$ cat src/cpu_cfg.svh
`ifndef CPU_CFG_SVH
`define CPU_CFG_SVH

`define DATA_W     32
`define REG_ADDR_W 5
`define DMEM_WORDS 256
`define RESET_PC   32'h0000_0000

// Major opcodes
`define OP_RTYPE 6'd0
`define OP_J     6'd2
`define OP_BEQ   6'd4
`define OP_BNE   6'd5
`define OP_ADDI  6'd8
`define OP_ADDIU 6'd9
`define OP_SLTI  6'd10
`define OP_ANDI  6'd12
`define OP_ORI   6'd13
`define OP_LUI   6'd15
`define OP_LW    6'd35
`define OP_SW    6'd43

// R-format function field
`define FN_ADD  6'd32
`define FN_ADDU 6'd33
`define FN_SUB  6'd34
`define FN_SUBU 6'd35
`define FN_AND  6'd36
`define FN_OR   6'd37
`define FN_XOR  6'd38
`define FN_NOR  6'd39
`define FN_SLT  6'd42

`define ALU_OP_W 3
`define ALU_AND  3'd0
`define ALU_OR   3'd1
`define ALU_ADD  3'd2
`define ALU_XOR  3'd3
`define ALU_NOR  3'd4
`define ALU_LUI  3'd5
`define ALU_SUB  3'd6
`define ALU_SLT  3'd7

// EX operand source
`define FWD_W   2
`define FWD_REG 2'd0
`define FWD_MEM 2'd1
`define FWD_WB  2'd2

`endif

$ cat src/cpuPkg.sv
`default_nettype none
`include "cpu_cfg.svh"

package cpuPkg;
	typedef struct packed {
		logic [5:0] opcode;
		logic [`REG_ADDR_W-1:0] rs, rt, rd;
		logic [4:0] shamt;
		logic [5:0] funct;
	} rFields_t;

	typedef struct packed {
		logic [5:0] opcode;
		logic [`REG_ADDR_W-1:0] rs, rt;
		logic [15:0] imm;
	} iFields_t;

	typedef struct packed {
		logic [5:0] opcode;
		logic [25:0] target;
	} jFields_t;

	// One fetched word, read as whichever format the opcode says
	typedef union packed {
		rFields_t r;
		iFields_t i;
		jFields_t j;
	} instrWord_t;

	typedef struct packed {
		logic regWrite;
		logic memRead, memWrite, memToReg;
		logic aluSrcImm; // B operand is the immediate
		logic [`ALU_OP_W-1:0] aluOp;
		logic branchEq, branchNe;
	} ctrl_t;

	typedef struct packed {
		ctrl_t ctrl;
		logic [`DATA_W-1:0] pcPlus4, readData1, readData2, imm;
		logic [`REG_ADDR_W-1:0] rs, rt, dest;
	} idEx_t;

	typedef struct packed {
		ctrl_t ctrl;
		logic [`DATA_W-1:0] aluResult, storeData;
		logic [`REG_ADDR_W-1:0] dest;
	} exMem_t;

	typedef struct packed {
		logic regWrite;
		logic [`DATA_W-1:0] data;
		logic [`REG_ADDR_W-1:0] dest;
	} memWb_t;

	// Write-back strobe
	typedef struct packed {
		logic valid;
		logic [`REG_ADDR_W-1:0] regIdx;
		logic [`DATA_W-1:0] data;
	} regWrite_t;

	typedef struct packed {
		logic valid;
		logic [`DATA_W-1:0] addr, data; // byte address
	} memWrite_t;
endpackage

`default_nettype wire

$ cat src/controlDecoder.sv
`default_nettype none
`include "cpu_cfg.svh"

module controlDecoder
	import cpuPkg::*;
(
	input  instrWord_t         instr,
	input  logic [`DATA_W-1:0] pcPlus4,
	output ctrl_t              ctrl,
	output logic [`DATA_W-1:0] imm,
	output logic               jump,
	output logic [`DATA_W-1:0] jumpTarget
);
	logic zeroExt;

	// Register-writing ALU op on rs and the immediate
	function automatic ctrl_t immAlu(input logic [`ALU_OP_W-1:0] op);
		immAlu = '0;
		immAlu.regWrite = 1'b1;
		immAlu.aluSrcImm = 1'b1;
		immAlu.aluOp = op;
	endfunction

	always_comb begin
		ctrl = '0;
		jump = 1'b0;
		zeroExt = 1'b0;
		case (instr.r.opcode)
			`OP_RTYPE: begin
				ctrl.regWrite = 1'b1;
				case (instr.r.funct)
					`FN_ADD, `FN_ADDU: ctrl.aluOp = `ALU_ADD; // no overflow trap
					`FN_SUB, `FN_SUBU: ctrl.aluOp = `ALU_SUB;
					`FN_AND: ctrl.aluOp = `ALU_AND;
					`FN_OR: ctrl.aluOp = `ALU_OR;
					`FN_XOR: ctrl.aluOp = `ALU_XOR;
					`FN_NOR: ctrl.aluOp = `ALU_NOR;
					`FN_SLT: ctrl.aluOp = `ALU_SLT;
					default: ctrl.regWrite = 1'b0; // Also the all-zero bubble word
				endcase
			end
			`OP_ADDI, `OP_ADDIU: ctrl = immAlu(`ALU_ADD);
			`OP_SLTI: ctrl = immAlu(`ALU_SLT);
			`OP_LUI: ctrl = immAlu(`ALU_LUI);
			`OP_ANDI, `OP_ORI: begin
				ctrl = immAlu(instr.i.opcode == `OP_ANDI ? `ALU_AND : `ALU_OR);
				zeroExt = 1'b1; // Logical immediates are unsigned
			end
			`OP_LW: begin
				ctrl = immAlu(`ALU_ADD);
				ctrl.memRead = 1'b1;
				ctrl.memToReg = 1'b1;
			end
			`OP_SW: begin
				ctrl = immAlu(`ALU_ADD);
				ctrl.regWrite = 1'b0;
				ctrl.memWrite = 1'b1;
			end
			`OP_BEQ: ctrl.branchEq = 1'b1;
			`OP_BNE: ctrl.branchNe = 1'b1;
			`OP_J: jump = 1'b1; // Taken in ID, no EX work
			default: ctrl = '0;
		endcase
	end

	assign imm = zeroExt ? {{(`DATA_W-16){1'b0}}, instr.i.imm}
		: {{(`DATA_W-16){instr.i.imm[15]}}, instr.i.imm};

	// Region bits come from the slot after the jump
	assign jumpTarget = {pcPlus4[`DATA_W-1:28], instr.j.target, 2'b00};
endmodule

`default_nettype wire

$ cat config.mk
export PLATFORM = sky130hd
export DESIGN_NAME = controlDecoder
export DESIGN_NICKNAME = d
export VERILOG_FILES = /design/src/cpuPkg.sv /design/src/controlDecoder.sv
export VERILOG_INCLUDE_DIRS = /design/src
export SDC_FILE = /design/constraint.sdc
export NUM_CORES = 1
export LEC_CHECK = 0
export ABC_CLOCK_PERIOD_IN_PS = 7180
export BUFFER_PORTS_ARGS = -buffer_cell sky130_fd_sc_hd__buf_4
export CORE_MARGIN = 2
export CORE_UTILIZATION = 32
export DETAILED_ROUTE_END_ITERATION = 16
export PLACE_DENSITY_LB_ADDON = 0.1
export SYNTH_ARGS = -nofsm -noshare
export SYNTH_HDL_FRONTEND = slang
export SYNTH_SLANG_ARGS = --single-unit
$ cat constraint.sdc
create_clock -name vclk -period 7.18
set_input_delay 1.795 -clock vclk [all_inputs]
set_output_delay 1.795 -clock vclk [all_outputs]
set_load 0.01 [all_outputs]
==> flow_summary.ini <==
[floorplan]
initial_utilization_pct = 33.7
die_w_microns = 55.1
die_area_sq_um = 3030
die_h_microns = 55.1
pin_count = 139
rows = 18
core_region_area_sq_um = 2480

[critical_path]
crit_path_max_fanout = 5
critical_path.most_common_cell = buf_4
crit_buf_inv = 2
cpMaxStageDelayCell = maj3_1
critPathArrivalTime_ps = 2760
worst_ep_required_time_ps = 5390
cp_cell_sequence = buf_4, nand2b_1, maj3_1, o32ai_1, buf_4
crit_path_start = instr[0]
crit_path_max_incr_delay_ps = 360
criticalPathCategory = in2out
worstSetupStartpointType = input pin
endpoint_kind = output pin
critical-path-top-delay-family = adder cells

[power_and_ir_drop]
clkPwrFrac_pct = 0
power_leakage_uw = 0.000385
power_after_layout_uw = 45.1
cellPowerDensity_nw_per_um2 = 58.3
internal_power_uw = 23.5
share_seq_of_total_power_pct = 0
peakVddDrop_mv = 0.0206
p_comb_share_pct = 100.0
net-switching-power_uw = 21.5
sw_frac_of_total_pct = 47.8

[grt]
antenna_found_initial = 0
grt_start_max_net_pins = 17
globalRouteTotalUtil_pct = 9.53
globalRouteOverflowTotal = 0
first_pass_grt_wire_length_microns = 2260
grt_pass1_vias = 510

[timing]
setup_tns_ps = 0
post-route-period-util_pct = 63.4
fin_crit_ps = 4550
setup_viol_count_final = 0
grt_setup_unrepaired = no
drv_slew = 0
fmax_mhz = 220
final-hold-violation-count = 0

[yosys]
synth.top_cells.by_area = buf_4 58%, buf_6 2.7%, mux2i_1 2.4%
syn_inst = 112
synth_sequential_area_ratio_pct = 0
synth.yosys.warnings = 0
largest_family_of_logic_cells_by_synthesized_area = buffers and inverters
synth-simple-area-share_pct = 22.9
area_share_of_fa_ha_maj_cells_after_synthesis_pct = 1.20
post_synth_mux_area_share_pct = 2.40
yosys.area_share.xor_xnor_pct = 2.10
synth-compound-area-share_pct = 9.15
synth_area_leader_cell = buf_4
yosysUniqueCellTypes = 33
synthesis.area_sq_um = 835
syn_avg_cell_area_sq_um = 7.45
synth.top_cell.area_share_pct = 58.5

[worst_hold_path]
worstHoldPathType = in2out
holdCritStartpoint = instr[13]

[clock_network]
cts-hold-fix-buffers = 0
setup_buffers_after_cts = 0
post_cts_resize_count = 0

[layout]
sequential_cell_total = 0
most_used_cells_in_the_layout_excluding_fill_and_tap_cells = 55 x buf_4, 3 x nand2_1, 3 x a21oi_1, 3 x o21ai_0
clockBufferCount = 0
post_route_cells_drive_above_1_share_pct = 61.0
syn_to_final_growth_pct = -7.35
layout.cells.most_common = buf_4
antenna_cells_inserted = 0
finish.net_count = 166
final-seq-area_sq_um = 0

[run]
max_cap_viols = 0

[detailed_routing]
drc = 0
dr.pass1.iters = 1
vias = 606
drt_iter0_markers = 0
wl_per_cell_microns = 12.1
routed_via_density = 4.66
antenna_violating_nets_post_route = 0
drt_wl_total_microns = 1580

[placement]
buffer_ports.inserted = 54
gp_congestion = 0.605

[status]
run_status = completed
==> cells in the mapped netlist, drive strengths merged <==
master	number
clkbuf	1
nand2b	1
o21ai	3
o221ai	1
mux2i	2
o32ai	1
nand4	1
nand4b	1
nor3	2
buf	67
nand4bb	1
nor4b	1
o21a	2
nor2	2
xnor2	2
and2b	3
o22ai	1
conb	1
a21oi	3
nand2	3
and2	1
and3	1
nor3b	3
and3b	2
maj3	1
a21boi	1
or2	1
nand3	2
nor4bb	1
==> worst paths after layout <==
path,endpoint,cells after the start,slack [ps]
setup / recovery,ctrl[3],5,2630
hold / removal,imm[13],0,3590
==> cell families (layout without fill, tap and decap cells) <==
family	Yosys count	in the layout
buf+inv	68	55
mux	2	2
fa+ha+maj	1	1
xor+xnor	2	2
other cells	1	2
simple gates	26	26
compound gates	12	12
==> per-layer routing <==
layer	wire length (microns)	GRT usage, %
met1	568	11.1
met2	771	17.9
met3	229	2.69
met4	6	0.813
met5	0	0
==> stage by stage <==
stage | utilization [%] | cell area, sq um | setup slack, ps | std cells | hold slack [ps]
after floorplan | - | 838 | 1880 | 113 | 3630
after global placement | 31.2 | 773 | 2580 | 130 | 3590
after detailed placement | 31.2 | 773 | 2630 | 130 | 3590
after CTS | 31.2 | 773 | 2620 | 130 | 3590
after global routing | 31.2 | 773 | 2550 | 130 | 3590
final | 31.2 | 773 | 2630 | 130 | 3590
==> power by group through the flow <==
stage	clock (uW)	combinational [uW]	sequential [uW]
floorplan	0	52.1	0
global placement	0	45.4	0
detailed placement	0	45.7	0
CTS	0	45.8	0
global route	0	50.0	0
finish	0	45.1	0
==> layout make-up <==
cell class	count	area [sq um]
multi-input combinational	45	323
timing repair buffer	55	413
fill	282	1700
tap	30	37.5
No activity file was read; power rests on OpenSTA's default activity.
