**src/cpu_cfg.svh**
```systemverilog
`ifndef CPU_CFG_SVH
`define CPU_CFG_SVH

`define DATA_W     32
`define REG_ADDR_W 5
`define DMEM_WORDS 256
`define RESET_PC   32'h0000_0000

// Major opcodes
`define OP_RTYPE 6'd0
`define OP_J     6'd2
`define OP_BEQ   6'd4
`define OP_BNE   6'd5
`define OP_ADDI  6'd8
`define OP_ADDIU 6'd9
`define OP_SLTI  6'd10
`define OP_ANDI  6'd12
`define OP_ORI   6'd13
`define OP_LUI   6'd15
`define OP_LW    6'd35
`define OP_SW    6'd43

// R-format function field
`define FN_ADD  6'd32
`define FN_ADDU 6'd33
`define FN_SUB  6'd34
`define FN_SUBU 6'd35
`define FN_AND  6'd36
`define FN_OR   6'd37
`define FN_XOR  6'd38
`define FN_NOR  6'd39
`define FN_SLT  6'd42

`define ALU_OP_W 3
`define ALU_AND  3'd0
`define ALU_OR   3'd1
`define ALU_ADD  3'd2
`define ALU_XOR  3'd3
`define ALU_NOR  3'd4
`define ALU_LUI  3'd5
`define ALU_SUB  3'd6
`define ALU_SLT  3'd7

// EX operand source
`define FWD_W   2
`define FWD_REG 2'd0
`define FWD_MEM 2'd1
`define FWD_WB  2'd2

`endif

```
**src/cpuPkg.sv**
```systemverilog
`default_nettype none
`include "cpu_cfg.svh"

package cpuPkg;
	typedef struct packed {
		logic [5:0] opcode;
		logic [`REG_ADDR_W-1:0] rs, rt, rd;
		logic [4:0] shamt;
		logic [5:0] funct;
	} rFields_t;

	typedef struct packed {
		logic [5:0] opcode;
		logic [`REG_ADDR_W-1:0] rs, rt;
		logic [15:0] imm;
	} iFields_t;

	typedef struct packed {
		logic [5:0] opcode;
		logic [25:0] target;
	} jFields_t;

	// One fetched word, read as whichever format the opcode says
	typedef union packed {
		rFields_t r;
		iFields_t i;
		jFields_t j;
	} instrWord_t;

	typedef struct packed {
		logic regWrite;
		logic memRead, memWrite, memToReg;
		logic aluSrcImm; // B operand is the immediate
		logic [`ALU_OP_W-1:0] aluOp;
		logic branchEq, branchNe;
	} ctrl_t;

	typedef struct packed {
		ctrl_t ctrl;
		logic [`DATA_W-1:0] pcPlus4, readData1, readData2, imm;
		logic [`REG_ADDR_W-1:0] rs, rt, dest;
	} idEx_t;

	typedef struct packed {
		ctrl_t ctrl;
		logic [`DATA_W-1:0] aluResult, storeData;
		logic [`REG_ADDR_W-1:0] dest;
	} exMem_t;

	typedef struct packed {
		logic regWrite;
		logic [`DATA_W-1:0] data;
		logic [`REG_ADDR_W-1:0] dest;
	} memWb_t;

	// Write-back strobe
	typedef struct packed {
		logic valid;
		logic [`REG_ADDR_W-1:0] regIdx;
		logic [`DATA_W-1:0] data;
	} regWrite_t;

	typedef struct packed {
		logic valid;
		logic [`DATA_W-1:0] addr, data; // byte address
	} memWrite_t;
endpackage

`default_nettype wire

```
**src/registerFile.sv**
```systemverilog
`default_nettype none
`include "cpu_cfg.svh"

module registerFile
	import cpuPkg::*;
(
	input  logic                   clk,
	input  logic                   reset,
	input  logic [`REG_ADDR_W-1:0] readAddr1,
	input  logic [`REG_ADDR_W-1:0] readAddr2,
	output logic [`DATA_W-1:0]     readData1,
	output logic [`DATA_W-1:0]     readData2,
	input  memWb_t                 wb
);
	logic [`DATA_W-1:0] regs [2**`REG_ADDR_W];
	logic writeEn;
	logic hit1;
	logic hit2;

	assign writeEn = wb.regWrite && (wb.dest != '0); // r0 stays zero

	always_ff @(posedge clk) begin
		if (reset) begin
			for (int i = 0; i < 2**`REG_ADDR_W; i++)
				regs[i] <= '0;
		end else if (writeEn) begin
			regs[wb.dest] <= wb.data;
		end
	end

	// WB write in this cycle is visible to the ID read
	assign hit1 = writeEn && (wb.dest == readAddr1);
	assign hit2 = writeEn && (wb.dest == readAddr2);
	assign readData1 = hit1 ? wb.data : regs[readAddr1];
	assign readData2 = hit2 ? wb.data : regs[readAddr2];
endmodule

`default_nettype wire

```
**config.mk**
```make
export PLATFORM = sky130hd
export DESIGN_NAME = registerFile
export DESIGN_NICKNAME = d
export VERILOG_FILES = /design/src/cpuPkg.sv /design/src/registerFile.sv
export VERILOG_INCLUDE_DIRS = /design/src
export SDC_FILE = /design/constraint.sdc
export NUM_CORES = 2
export LEC_CHECK = 0
export ABC_CLOCK_PERIOD_IN_PS = 4190
export BUFFER_PORTS_ARGS = -buffer_cell sky130_fd_sc_hd__buf_4
export CAP_MARGIN = 20
export CORE_MARGIN = 4
export CORE_UTILIZATION = 40
export CTS_BUF_LIST = sky130_fd_sc_hd__clkbuf_16
export DETAILED_ROUTE_END_ITERATION = 16
export GPL_TIMING_DRIVEN = 0
export SLEW_MARGIN = 20
export SYNTH_ARGS = -nofsm -noshare
export SYNTH_HDL_FRONTEND = slang
export SYNTH_SLANG_ARGS = --single-unit
```
**constraint.sdc**
```tcl
create_clock -name clk -period 4.19 [get_ports clk]
set_input_delay 0.838 -clock clk [delete_from_list [all_inputs] [get_ports clk]]
set_output_delay 0.838 -clock clk [all_outputs]
set_load 0.01 [all_outputs]
```
==> metrics.log <==
[metrics] count of unique library cells instantiated by Yosys: 43
[metrics] Initial Util: approximately 40%
[metrics] DIE WIDTH: 377 um
[metrics] clock tree from TritonCTS: done
[metrics] result of the run: finished, violations left
[metrics] min cycle time layout: between 4 and 5 ns
[metrics] clock-pin slew of the registers on the worst-case setup and hold paths: approximately 0.07 ns
[metrics] sort of element at the start of the critical path: input port
[metrics] met1 track utilization from global routing: between 40 and 50%
[metrics] max frequency: approximately 230 MHz
[metrics] overall overflow remaining after global route: 0
[metrics] count of unresolved DRC violations after routing: 0
[metrics] worst min-delay path category: input port to flip-flop
[metrics] post-synthesis share of cell area spent on and, or, nand and nor gates: around 14%
[metrics] Slew @ Worst Pin: around 1.2 ns
[metrics] number of nets still failing antenna checks after routing: 0
[metrics] cell count after placement: about 5400
[metrics] leakage dissipation: ~22 nW
[metrics] category of the critical setup timing path: input port to primary output
[metrics] Compound-Gate Fraction of Synth Area: between 3 and 4%
[metrics] Cell Pwr Density: around 420 nW/um^2
[metrics] layout cell share with drive strength beyond 1: around a quarter
[metrics] worst hold path depth: 2
[metrics] largest registers: regs (1024)
[metrics] total of flip-flops plus latches after synthesis: between 1000 and 1500
[metrics] number of setup buffers added after CTS: 0
[metrics] post-layout instance count excluding filler cells: roughly 5700
[metrics] Tcrit/Tclk final: 103%
[metrics] setup slack after placement: -0.868 ns
[metrics] Global Route met2 Usage: a little under half
[metrics] final total negative setup slack: -0.540 ns
[metrics] full die area: ~140000 um^2
[metrics] yosys synthesis warning count: 0
[metrics] top cells by instance count after synthesis: edfxtp_1, and2_1, mux4_2, o22ai_1, clkbuf_1
[metrics] Adder-Cell Fraction of Synth Area: 0%
[metrics] CP Data Required Time: approximately 3.4 ns
[metrics] Total GRT Usage: about 32%
[metrics] failing checks: negative setup slack
[metrics] area growth from synthesis to final layout: 14.7%
[metrics] sequential-to-total area share from yosys stat: ~56%
[metrics] biggest fanout along the worst timing path: 10
[metrics] headroom to the max-slew limit: 22.8%
[metrics] Detailed Place HPWL: approximately 150000 um
[metrics] cells traversed along the worst timing path: buf_4 -> buf_2 -> nand3b_1 -> buf_2 -> o22ai_1 -> or4_1 -> o21ai_1 -> buf_4
[metrics] mean instance size in the synthesized netlist: approximately 16 um^2
[metrics] endpoint kind of the worst setup timing path: primary output
[metrics] count of flip-flops with a built-in enable after synthesis: roughly 1000
[metrics] Cell Rows: around 140
[metrics] dominant combinational cell family by area after synthesis: multiplexers
[metrics] largest area contributor in the netlist: edfxtp_1
[metrics] count of final max-slew check failures: 0
[metrics] number of antenna violations at the first check in global routing: 28
[metrics] post-cts gate resize count: 110
[metrics] multiplexer area fraction after synthesis: 21.8%
[metrics] Largest register FFs: approximately 1000
[metrics] count of pins on the block boundary: ~110
[metrics] global-route wire length before repair: between 300000 and 400000 um
[metrics] most congested layer reported by global routing: met2
[metrics] top post-synthesis cells by area: edfxtp_1, mux4_2, and2_1
[metrics] fraction of synthesized cell area taken by the top area cell type: 56.5%
[metrics] Placer Congestion: roughly 0.94
[metrics] count of buffers from port buffering: between 100 and 150
[metrics] clock net sink count: about 1000
[metrics] worst path setup slack after routing: -0.136 ns
[metrics] fin nets: 3820
[metrics] final hold violations: 0
[metrics] leading cell type by number of instances after synthesis: edfxtp_1
[metrics] WP data arrival: 3.49 ns
[metrics] async set-or-reset flop fraction in the synthesized netlist: 0%
[metrics] htree depth: 3
[metrics] total wire length after detailed routing: 235000 um
[metrics] final setup vio count: 16
[metrics] total vias in the final route: roughly 39000
[metrics] Floorplan Core Area: around 140000 um^2
[metrics] critical-path cell with the highest stage delay: buf_2
[metrics] met3 capacity usage during global routing: between 10% and 20%
[metrics] drt first pass iters: 8
[metrics] clock buffers created by TritonCTS: 112
[metrics] peak supply drop: around 0.36 mV
[metrics] combined area of all synthesized cells: ~54000 um^2
[metrics] XOR/XNOR share of the synthesized area: 0.161%
[metrics] initial drt markers: 7500
[metrics] most used flip-flop cell after synthesis: edfxtp_1
[metrics] max cap viols: 0
[metrics] detailed-route wire length per cell: a little over 40 um
[metrics] cts hold-fix bufs: 0
[metrics] cell count after synthesis: about 3500
[metrics] Reg with most FFs: regs
[metrics] number of buffers on the longest clock path: 3
[metrics] Die Height: between 300 and 400 um
[metrics] via count of the first global-routing pass: between 30000 and 40000
[metrics] slowest stage delay, CP: roughly 0.66 ns
[metrics] largest net degree at the start of global routing: 33
[metrics] CTS root buffer: clkbuf_16
[metrics] via density per instance: 6.80
routing by layer:
metal / wire, um / vias up
met1: 81500 / 19700
met2: 102000 / 3776
li1: - / 14300
met5: 76 / -
met3: 35600 / 884
met4: 15900 / 6
cell families (layout without fill, tap and decap cells):
group                  Yosys count  after routing
other                            1             61
multiplexers                   519            519
AND/OR/NAND/NOR               1236           1236
AO/OA/AOI/OAI                  317            317
flip-flops                    1024           1024
XOR/XNOR                        10             10
buffers and inverters          387            730
layout by cell type, fill, tap and decap left out, types with 27 or more instances in the layout:
cell,instances
and2_1,992
buf_12,43
buf_2,46
buf_4,154
buf_6,34
clkbuf_1,169
clkbuf_16,113
clkbuf_2,31
clkbuf_4,27
conb_1,32
diode_2,29
edfxtp_1,1024
inv_1,30
mux4_1,83
mux4_2,425
nand2_1,69
nor2_1,31
o21ai_1,47
o22ai_1,248
or2_4,31
or4_1,63
where the power goes:
part	switching (mW)	internal, mW	leakage (nW)	total [mW]
clock	4.43	6.06	1.97	10.5
sequential	0.268	11.8	9.75	12.1
combinational	2.03	1.37	9.88	3.40
final timing paths:
path | startpoint | end | slack, ns
worst min-delay path | wb[14] | regs[3][9] | 0.43
worst max-delay path | readAddr1[4] | readData1[31] | -0.14
stage by stage:
| step | util (%) | power, mW | hold WS (ns) | instance area, um^2 |
|---|---|---|---|---|
| CTS | 46.1 | 25.8 | 0.385 | 62300 |
| finish | 46.2 | 26.0 | 0.429 | 62500 |
| detailed placement | 43.1 | 15.6 | 1.18 | 58300 |
| floorplan | - | 14.0 | 1.04 | 54600 |
| global route | 46.1 | 26.4 | 0.427 | 62400 |
| global placement | 42.6 | 15.4 | 1.17 | 57600 |
worst max-delay path, delay by kind of cell:
family	cells	cell delay [ns]
and+or+nand+nor	2	0.77
AOI/OAI and AO/OA	2	0.68
buffers and inverters	4	1.19
layout make-up:
type,count,area (um^2)
Clock inverter,99,963
Tap cell,1781,2230
Clock buffer,113,2830
Sequential cell,1024,30700
Buffer,387,2510
Fill cell,11700,72800
Multi-Input combinational cell,2114,21800
Timing Repair Buffer,131,1330
Antenna cell,29,72.6
No activity file was read; power rests on OpenSTA's default activity.
