### config.mk
export PLATFORM = sky130hd
export DESIGN_NAME = hazardUnit
export DESIGN_NICKNAME = d
export VERILOG_FILES = /design/src/cpuPkg.sv /design/src/hazardUnit.sv
export VERILOG_INCLUDE_DIRS = /design/src
export SDC_FILE = /design/constraint.sdc
export NUM_CORES = 1
export LEC_CHECK = 0
export BUFFER_PORTS_ARGS = -buffer_cell sky130_fd_sc_hd__buf_2
export CAP_MARGIN = 40
export CORE_MARGIN = 1.5
export CORE_UTILIZATION = 29
export DETAILED_ROUTE_END_ITERATION = 8
export GPL_TIMING_DRIVEN = 1
export PLACE_DENSITY = 0.8
export SLEW_MARGIN = 20
export SYNTH_ARGS = -nofsm -noshare
export SYNTH_HDL_FRONTEND = slang
export SYNTH_SLANG_ARGS = --single-unit
### constraint.sdc
create_clock -name vclk -period 1.3
set_clock_uncertainty 0.05 [all_clocks]
set_input_delay 0.065 -clock vclk [all_inputs]
set_output_delay 0.065 -clock vclk [all_outputs]
set_load 0.03 [all_outputs]
### src/cpu_cfg.svh
`ifndef CPU_CFG_SVH
`define CPU_CFG_SVH

`define DATA_W     32
`define REG_ADDR_W 5
`define DMEM_WORDS 256
`define RESET_PC   32'h0000_0000

// Major opcodes
`define OP_RTYPE 6'd0
`define OP_J     6'd2
`define OP_BEQ   6'd4
`define OP_BNE   6'd5
`define OP_ADDI  6'd8
`define OP_ADDIU 6'd9
`define OP_SLTI  6'd10
`define OP_ANDI  6'd12
`define OP_ORI   6'd13
`define OP_LUI   6'd15
`define OP_LW    6'd35
`define OP_SW    6'd43

// R-format function field
`define FN_ADD  6'd32
`define FN_ADDU 6'd33
`define FN_SUB  6'd34
`define FN_SUBU 6'd35
`define FN_AND  6'd36
`define FN_OR   6'd37
`define FN_XOR  6'd38
`define FN_NOR  6'd39
`define FN_SLT  6'd42

`define ALU_OP_W 3
`define ALU_AND  3'd0
`define ALU_OR   3'd1
`define ALU_ADD  3'd2
`define ALU_XOR  3'd3
`define ALU_NOR  3'd4
`define ALU_LUI  3'd5
`define ALU_SUB  3'd6
`define ALU_SLT  3'd7

// EX operand source
`define FWD_W   2
`define FWD_REG 2'd0
`define FWD_MEM 2'd1
`define FWD_WB  2'd2

`endif

### src/cpuPkg.sv
`default_nettype none
`include "cpu_cfg.svh"

package cpuPkg;
	typedef struct packed {
		logic [5:0] opcode;
		logic [`REG_ADDR_W-1:0] rs, rt, rd;
		logic [4:0] shamt;
		logic [5:0] funct;
	} rFields_t;

	typedef struct packed {
		logic [5:0] opcode;
		logic [`REG_ADDR_W-1:0] rs, rt;
		logic [15:0] imm;
	} iFields_t;

	typedef struct packed {
		logic [5:0] opcode;
		logic [25:0] target;
	} jFields_t;

	// One fetched word, read as whichever format the opcode says
	typedef union packed {
		rFields_t r;
		iFields_t i;
		jFields_t j;
	} instrWord_t;

	typedef struct packed {
		logic regWrite;
		logic memRead, memWrite, memToReg;
		logic aluSrcImm; // B operand is the immediate
		logic [`ALU_OP_W-1:0] aluOp;
		logic branchEq, branchNe;
	} ctrl_t;

	typedef struct packed {
		ctrl_t ctrl;
		logic [`DATA_W-1:0] pcPlus4, readData1, readData2, imm;
		logic [`REG_ADDR_W-1:0] rs, rt, dest;
	} idEx_t;

	typedef struct packed {
		ctrl_t ctrl;
		logic [`DATA_W-1:0] aluResult, storeData;
		logic [`REG_ADDR_W-1:0] dest;
	} exMem_t;

	typedef struct packed {
		logic regWrite;
		logic [`DATA_W-1:0] data;
		logic [`REG_ADDR_W-1:0] dest;
	} memWb_t;

	// Write-back strobe
	typedef struct packed {
		logic valid;
		logic [`REG_ADDR_W-1:0] regIdx;
		logic [`DATA_W-1:0] data;
	} regWrite_t;

	typedef struct packed {
		logic valid;
		logic [`DATA_W-1:0] addr, data; // byte address
	} memWrite_t;
endpackage

`default_nettype wire

### src/hazardUnit.sv
`default_nettype none
`include "cpu_cfg.svh"

module hazardUnit
	import cpuPkg::*;
(
	input  instrWord_t             idInstr,
	input  logic [`REG_ADDR_W-1:0] exRs,
	input  logic [`REG_ADDR_W-1:0] exRt,
	input  logic [`REG_ADDR_W-1:0] exDest,
	input  logic                   exMemRead,
	input  logic [`REG_ADDR_W-1:0] memDest,
	input  logic                   memRegWrite,
	input  logic [`REG_ADDR_W-1:0] wbDest,
	input  logic                   wbRegWrite,
	output logic [`FWD_W-1:0]      fwdA,
	output logic [`FWD_W-1:0]      fwdB,
	output logic                   stall
);
	logic memValid;
	logic wbValid;

	assign memValid = memRegWrite && (memDest != '0);
	assign wbValid = wbRegWrite && (wbDest != '0);

	// MEM holds the younger result so it wins
	function automatic logic [`FWD_W-1:0] fwdSel(input logic [`REG_ADDR_W-1:0] src);
		if (memValid && (memDest == src))
			return `FWD_MEM;
		if (wbValid && (wbDest == src))
			return `FWD_WB;
		return `FWD_REG;
	endfunction

	always_comb begin
		fwdA = fwdSel(exRs);
		fwdB = fwdSel(exRt);
	end

	// Load data only exists after MEM, so its consumer waits one cycle
	assign stall = exMemRead && (exDest != '0) &&
		((exDest == idInstr.i.rs) || (exDest == idInstr.i.rt));
endmodule

`default_nettype wire

==> flow_summary_export.csv, run 1 <==
group,metric,value,unit
setup_path,worst_path_max_delay_cell,"sky130_fd_sc_hd__or4_4",
setup_path,timing.critical_path.fanout_max,3,
die,io_pins,65,
setup_path,critPathTopFamily,"simple AND/OR/NAND/NOR gates",
synth,synthesis.instances,49,
synth,ys_seq_area_frac,0,
die,core-area,0.00128,sq mm
synth,post_synth.cell_area_avg,7.99,sq um
placed_design,routabilityCongestion,0.758,
worst_hold_path,hold_path_class,"in -> out",
power_and_ir_drop,power.total,0.266,mW
die,initial_utilization,0.305,
setup_path,timing.critical_path.cells,"buf_8 > xor2_1 > or4_4 > nor4_4 > buf_4",
sta,fmax,690,MHz
clock_tree,post-cts-setup-buffers,0,
finish,insertedDiodeCount,0,
placed_design,place.detailed.instances,120,
placed_design,portBuffers,43,
power_and_ir_drop,static_leakage,0.389,nW
detailed_routing,drt_first_pass_iters,1,
sta,tightest_slew,0.316,ns
setup_path,worstPathArrival,1.33,ns
sta,finalSetupTns,-0.286,ns
setup_path,worst_setup_path_end_kind,"primary output",
sta,report.final.slew_viol_count,0,
sta,max-slew-margin-rel,0.788,
synth,postSynthNetCount,109,
detailed_routing,top_signal_layer_used,"met3",
detailed_routing,detailroute.wirelength.met2,826,um
placed_design,post_dp_cell_area,761,sq um
finish,drive_above_1_share,0.629,
synth,synth_cell_type_count,11,
global_routing,grt_pass1_vias,532,
global_routing,grt.total_usage,0.179,
finish,fin_area,846,sq um
setup_path,cp.buffers_inverters,2,
global_routing,first_pass_grt_wire_length,1930,um
setup_path,worstPathRequired,1.19,ns
power_and_ir_drop,peak_supply_drop,0.168,mV
power_and_ir_drop,cellPowerDensity,315,mW/mm^2
finish,post_layout_nonfiller_instances,120,
detailed_routing,drtIter0Drc,0,
setup_path,timing.critical_path.slowest_cell_delay,0.54,ns
detailed_routing,detail_route.wirelength.met1,442,um
global_routing,grt_remaining_overflow,0,
sta,timing.final.crit_period,1.45,ns
synth,synthesis.area,392,sq um
finish,sequential_cell_total,0,
placed_design,placement.setup.worst_slack,-0.254,ns
sta,setup_viol_count_final,2,
sta,final_critical_path_setup_slack,-0.148,ns
detailed_routing,vias_per_cell,4.64,
finish,syn2layout_area_growth,116,%
run_status,outcome,"finished with violations",
finish,ff_latch_area,0,sq um
die,floorplan.die.height,39.8,um
finish,mostFrequentLayoutCell,"sky130_fd_sc_hd__buf_2",
detailed_routing,drt.antenna.violating_nets,0,
global_routing,grt_antenna_before_repair,0,
sta,report.final.hold_viol_count,0,
sta,setup_repair_after_global_routing_missed_its_margin,"true",
synth,synthesis.yosys.warnings,0,
detailed_routing,via_count,557,
setup_path,critPathKind,"in -> out",
die,design.die.area,0.00158,sq mm
finish,final_nets,167,
run,maxCapViolCount,0,
die,floorplan.rows,13,
placed_design,hpwl_reported_at_the_end_of_detailed_placement,1280,um
sta,finalHoldWorstSlack,0.440,ns
clock_tree,cts_hold_buf,0,
finish,fin_util,0.658,
detailed_routing,wl_per_cell,11.6,um
detailed_routing,routed_wirelength,1400,um
detailed_routing,dr_wl_met3,127,um
sta,layout_worst_path_cycle_share,1.11,
global_routing,grt_max_degree,4,
finish,final.clkbuf_count,0,
die,dieWidth,39.8,um
setup_path,worst_setup_path_start_kind,"primary input",
detailed_routing,post-route-drc-count,0,
run_status,violated_checks,"negative setup slack",
finish,most_used_cells_in_the_layout_excluding_fill_and_tap_cells,"sky130_fd_sc_hd__buf_2 (34), sky130_fd_sc_hd__xor2_1 (20), sky130_fd_sc_hd__buf_4 (16)",
-- kinds of logic after synthesis --
group	count (synthesis)	synth area share
xor+xnor	30	0.671
compound gates	4	0.0607
simple gates	15	0.268
-- layout make-up --
class / count / area, sq um
fillers: 101 / 439
multi-input cells: 49 / 465
well taps: 15 / 18.8
repair buffers: 56 / 362
-- power breakdown --
part	switching (mW)	internal [mW]	total (mW)	leakage, nW
sequential	0	0	0	0
clock	0	0	0	0
combinational	0.123	0.144	0.266	0.389
total	0.123	0.144	0.266	0.389
-- layer usage --
metal	track usage	vias to the layer above
met5	0	-
met4	0	0
met3	0.00568	0
met2	0.455	36
met1	0.138	234
li1	-	287
-- worst min-delay path, delay by kind of cell --
| kind | cells | cell delay [ns] |
|---|---|---|
| AO/OA/AOI/OAI | 2 | 0.10 |
| buffers and inverters | 2 | 0.26 |
-- what timing repair did --
action	in CTS	in global routing
pin swaps	1	3
endpoints found under the setup margin	2	4
gates resized for setup	8	13
-- path summary, 6_finish.rpt --
path  startpoint       to  slack (ns)  cells past startpoint
max    wbDest[0]  fwdB[1]       -0.15                      5
min    exMemRead    stall        0.44                      4
-- synth_stat cells --
| cell | instances | share of area |
|---|---|---|
| sky130_fd_sc_hd__a21oi_1 | 1 | 0.013 |
| sky130_fd_sc_hd__o21ai_0 | 1 | 0.013 |
| sky130_fd_sc_hd__or4_1 | 5 | 0.096 |
| sky130_fd_sc_hd__nand3_1 | 4 | 0.051 |
| sky130_fd_sc_hd__nor3_1 | 2 | 0.026 |
| sky130_fd_sc_hd__o21ai_1 | 1 | 0.013 |
| sky130_fd_sc_hd__nor4_2 | 2 | 0.064 |
| sky130_fd_sc_hd__xor2_1 | 20 | 0.45 |
| sky130_fd_sc_hd__xnor2_1 | 10 | 0.22 |
| sky130_fd_sc_hd__o21ai_2 | 1 | 0.022 |
| sky130_fd_sc_hd__nor4_1 | 2 | 0.032 |
No activity file was read; power rests on OpenSTA's default activity.
==> run 2, diff against run 1 <==
Settings changed: PLACE_DENSITY 0.8 to 0.84.
==> run 2 against run 1 <==
Against the previous run: worst hold slack improved by 0.017 ns; critical endpoint unchanged; the run still ends with negative setup slack left; final area shrank 3.7%; core utilization is 2.4 points lower; via count grew 1.3%; combinational power decreased by 5%; die area stayed put; sequential share of layout area is the same.
==> flow_summary_export.csv, run 2 (same netlist as run 1, synthesis figures left out) <==
group,metric,value,unit
setup_path,worst_setup_path_start_kind,"primary input",
finish,most_used_cells_in_the_layout_excluding_fill_and_tap_cells,"sky130_fd_sc_hd__buf_2 (37), sky130_fd_sc_hd__xor2_1 (20), sky130_fd_sc_hd__buf_4 (15)",
setup_path,timing.critical_path.fanout_max,2,
setup_path,critPathKind,"in -> out",
global_routing,grt_antenna_before_repair,0,
power_and_ir_drop,power.total,0.254,mW
die,io_pins,65,
power_and_ir_drop,reported_net_switching_power,0.118,mW
die,floorplan.die.height,39.8,um
sta,fmax,692,MHz
finish,syn2layout_area_growth,108,%
sta,tightest_slew,0.392,ns
placed_design,place.detailed.instances,120,
setup_path,worstPathRequired,1.19,ns
detailed_routing,drt_first_pass_iters,1,
finish,post_layout_nonfiller_instances,120,
detailed_routing,wl_per_cell,11.3,um
finish,mostFrequentLayoutCell,"sky130_fd_sc_hd__buf_2",
placed_design,placement.setup.worst_slack,-0.215,ns
die,initial_utilization,0.305,
worst_hold_path,min_delay_path_depth,4,
sta,final_critical_path_setup_slack,-0.145,ns
finish,final.clkbuf_count,0,
detailed_routing,via_count,564,
global_routing,first_pass_grt_wire_length,1790,um
die,dieWidth,39.8,um
worst_hold_path,hold_path_class,"in -> out",
power_and_ir_drop,static_leakage,0.379,nW
placed_design,portBuffers,43,
finish,final_nets,167,
run_status,violated_checks,"negative setup slack",
setup_path,worst_setup_path_startpoint,"memDest[1]",
clock_tree,post-cts-setup-buffers,0,
sta,setup_viol_count_final,3,
worst_hold_path,min-delay-start,"exMemRead",
detailed_routing,vias_per_cell,4.70,
clock_tree,cts_hold_buf,0,
detailed_routing,drt.antenna.violating_nets,0,
sta,timing.final.crit_period,1.45,ns
sta,max-slew-margin-rel,0.736,
power_and_ir_drop,power.switching_fraction,0.465,
global_routing,grt_max_degree,4,
placed_design,post_dp_cell_area,761,sq um
run,maxCapViolCount,0,
power_and_ir_drop,p_seq_frac,0,
setup_path,worstPathArrival,1.33,ns
die,floorplan.rows,13,
finish,sequential_cell_total,0,
global_routing,grt_remaining_overflow,0,
sta,setup_repair_after_global_routing_missed_its_margin,"true",
power_and_ir_drop,share_comb_of_total_power,1.000,
finish,fin_area,815,sq um
global_routing,grt_pass1_vias,485,
worst_hold_path,whs_endpoint,"stall",
setup_path,worst_setup_path_end_kind,"primary output",
die,design.die.area,0.00158,sq mm
run_status,outcome,"finished with violations",
detailed_routing,post-route-drc-count,0,
finish,drive_above_1_share,0.619,
sta,finalSetupTns,-0.288,ns
power_and_ir_drop,peak_supply_drop,0.164,mV
die,core-area,0.00128,sq mm
detailed_routing,routed_wirelength,1360,um
sta,report.final.slew_viol_count,0,
sta,report.final.hold_viol_count,0,
power_and_ir_drop,cell_internal_power,0.136,mW
sta,layout_worst_path_cycle_share,1.11,
finish,fill_cells,107,
finish,ff_latch_area,0,sq um
finish,insertedDiodeCount,0,
power_and_ir_drop,cellPowerDensity,312,mW/mm^2
power_and_ir_drop,clkPwrFrac,0,
placed_design,routabilityCongestion,0.784,
placed_design,hpwl_reported_at_the_end_of_detailed_placement,1230,um
detailed_routing,drtIter0Drc,0,
global_routing,grt.total_usage,0.167,
-- run 2: final cells by class --
type / count / area, sq um / share of cell area
Multi-Input combinational cell: 49 / 453 / 0.556
Timing Repair Buffer: 56 / 343 / 0.421
Tap cell: 15 / 18.8 / 0.0230
-- run 2: worst max-delay path by stage --
stage	end	slack, ns
2_1_floorplan	fwdA[1]	-0.09
3_3_place_gp	fwdA[1]	-0.20
3_5_place_dp	fwdA[1]	-0.22
4_1_cts	fwdA[1]	-0.15
5_1_grt	fwdA[1]	-0.19
6_report	fwdB[1]	-0.15
-- run 2: timing repair --
item	CTS	global route
setup endpoints to repair	2	4
resized for setup	5	8
endpoints found under the hold margin	0	0
pin swaps	2	1
-- run 2: power by group through the flow --
stage	combinational (mW)	sequential [mW]	clock (mW)
CTS	0.246	0	0
global placement	0.231	0	0
finish	0.254	0	0
detailed placement	0.239	0	0
floorplan	0.106	0	0
global route	0.277	0	0
-- run 2: worst max-delay path: stages --
cell and delay [ns]:
sky130_fd_sc_hd__buf_2 0.11, sky130_fd_sc_hd__or4_4 0.54, sky130_fd_sc_hd__o21ai_4 0.21, sky130_fd_sc_hd__nor4_2 0.09, sky130_fd_sc_hd__nor4_4 0.15, sky130_fd_sc_hd__buf_6 0.16
-- run 2: stage by stage --
stage               hold slack, ns   util
finish                       0.457  0.634
CTS                          0.459  0.609
floorplan                    0.245      -
detailed placement           0.461  0.592
global placement             0.441  0.592
global route                 0.485  0.634
-- run 2: per-layer routing --
metal  share of wire  global-route usage  routed length, um  up-vias
met2            0.54               0.389                735       39
met5               0                   0                  0        -
met4           0.010                   0                 14        0
met1            0.34               0.158                463      235
met3            0.11             0.00568                144        2
li1                -                   -                  -      288
==> run 3, diff against run 2 <==
Settings changed: BUFFER_PORTS_ARGS -buffer_cell sky130_fd_sc_hd__buf_2 to unset, CORE_AREA set to 2 2 39 41, CORE_MARGIN 1.5 to unset, CORE_UTILIZATION 29 to unset, DIE_AREA set to 0 0 41 43, DONT_BUFFER_PORTS set to 1, PLACE_DENSITY 0.84 to unset.
==> run 3 against run 2 <==
Against the previous run: the flow still finishes with violations (negative setup slack); global-route usage shrank 5.7 points; via count is 29% lower; combinational power fell by 52%; count of clock-buffer cells in the layout unchanged; non-clock buffer count fell by 51; highest routed layer is now met3; critical path type unchanged; critical path depth fell by 2; sequential share of layout area stayed put.
==> flow_summary_export.csv, run 3 (same netlist as run 1, synthesis figures left out) <==
group,metric,value,unit
run_status,outcome,"finished with violations",
run_status,violated_checks,"negative setup slack",
finish,fin_area,505,sq um
power_and_ir_drop,power.total,0.123,mW
detailed_routing,post-route-drc-count,0,
sta,fmax,760,MHz
detailed_routing,wl_per_cell,15.3,um
sta,report.final.hold_viol_count,0,
setup_path,critPathKind,"in -> out",
setup_path,worstPathArrival,1.20,ns
die,design.die.area,0.00176,sq mm
placed_design,hpwl_reported_at_the_end_of_detailed_placement,994,um
finish,drive_above_1_share,0.241,
run,maxCapViolCount,0,
setup_path,worst_path_max_delay_cell,"sky130_fd_sc_hd__or4_4",
sta,max-slew-margin-rel,0.739,
global_routing,grt_pass1_vias,381,
die,floorplan.die.height,43,um
die,core-area,0.00138,sq mm
detailed_routing,drt.antenna.violating_nets,0,
finish,final.clkbuf_count,0,
sta,layout_worst_path_cycle_share,1.01,
finish,mostFrequentLayoutCell,"sky130_fd_sc_hd__xor2_1",
finish,final_nets,116,
die,initial_utilization,0.283,
setup_path,cp.buffers_inverters,1,
worst_hold_path,hold_path_class,"in -> out",
finish,sequential_cell_total,0,
setup_path,timing.critical_path.cells,"xor2_1 > or4_4 > nor4_4 > buf_6",
global_routing,grt_max_degree,4,
sta,setup_repair_after_global_routing_missed_its_margin,"true",
detailed_routing,drt_first_pass_iters,1,
setup_path,timing.critical_path.slowest_cell_delay,0.54,ns
finish,most_used_cells_in_the_layout_excluding_fill_and_tap_cells,"sky130_fd_sc_hd__xor2_1 (20), sky130_fd_sc_hd__xnor2_1 (10), sky130_fd_sc_hd__nand3_1 (4)",
sta,setup_viol_count_final,2,
die,floorplan.rows,14,
setup_path,worst_setup_path_end_kind,"primary output",
sta,tightest_slew,0.388,ns
finish,ff_latch_area,0,sq um
placed_design,routabilityCongestion,0.681,
global_routing,grt_remaining_overflow,0,
clock_tree,cts_hold_buf,0,
placed_design,portBuffers,0,
setup_path,worstPathRequired,1.19,ns
detailed_routing,routed_wirelength,1070,um
setup_path,timing.critical_path.fanout_max,2,
die,io_pins,65,
global_routing,grt.total_usage,0.111,
detailed_routing,drtIter0Drc,0,
detailed_routing,vias_per_cell,5.69,
die,dieWidth,41,um
sta,report.final.slew_viol_count,0,
power_and_ir_drop,cellPowerDensity,243,mW/mm^2
setup_path,critPathTopFamily,"simple AND/OR/NAND/NOR gates",
power_and_ir_drop,static_leakage,0.159,nW
sta,final_critical_path_setup_slack,-0.0151,ns
detailed_routing,via_count,398,
finish,syn2layout_area_growth,29.1,%
placed_design,post_dp_cell_area,487,sq um
global_routing,first_pass_grt_wire_length,1370,um
power_and_ir_drop,peak_supply_drop,0.0655,mV
global_routing,grt_antenna_before_repair,0,
sta,timing.final.crit_period,1.32,ns
finish,insertedDiodeCount,0,
setup_path,worst_setup_path_start_kind,"primary input",
finish,fin_util,0.365,
-- run 3: area by class of cell --
| class | count | area (sq um) |
|---|---|---|
| multi-input combinational | 49 | 440 |
| fill | 151 | 878 |
| timing repair buffer | 5 | 45.0 |
| tap | 16 | 20.0 |
-- run 3: worst min-delay path, delay by kind of cell --
kind | cells | cell delay (ns)
buffers and inverters | 1 | 0.16
AOI/OAI and AO/OA | 2 | 0.11
-- run 3: metal layers --
layer,vias to the layer above,GRT usage,part of all wire
met2,38,0.250,0.57
met3,0,0.0366,0.20
li1,185,-,-
met4,0,0,0
met5,-,0,0
met1,175,0.0759,0.23
-- run 3: metrics by stage --
stage	hold slack, ns	instances	worst slack, ns	TNS (ns)
after floorplan	0.245	49	-0.0864	-0.173
after global placement	0.345	70	-0.0493	-0.0971
after detailed placement	0.343	70	-0.0561	-0.109
after CTS	0.344	70	-0.0294	-0.0557
after global routing	0.366	70	-0.0575	-0.104
final	0.344	70	-0.0151	-0.0235
-- run 3: report_power, final --
part / internal [mW] / switching (mW)
clock: 0 / 0
combinational: 0.0689 / 0.0538
sequential: 0 / 0
total: 0.0689 / 0.0538
-- run 3: repair_timing --
action / in CTS / in global routing
resized for setup: 1 / 3
pin swaps: 3 / 2
hold endpoints to repair: 0 / 0
cloned: 0 / 0
setup buffers: 0 / 0
endpoints found under the setup margin: 2 / 2
-- run 3: final timing paths --
check,startpoint,end,slack [ns],cells after the start
max,exRs[3],fwdA[1],-0.02,4
min,exMemRead,stall,0.34,3
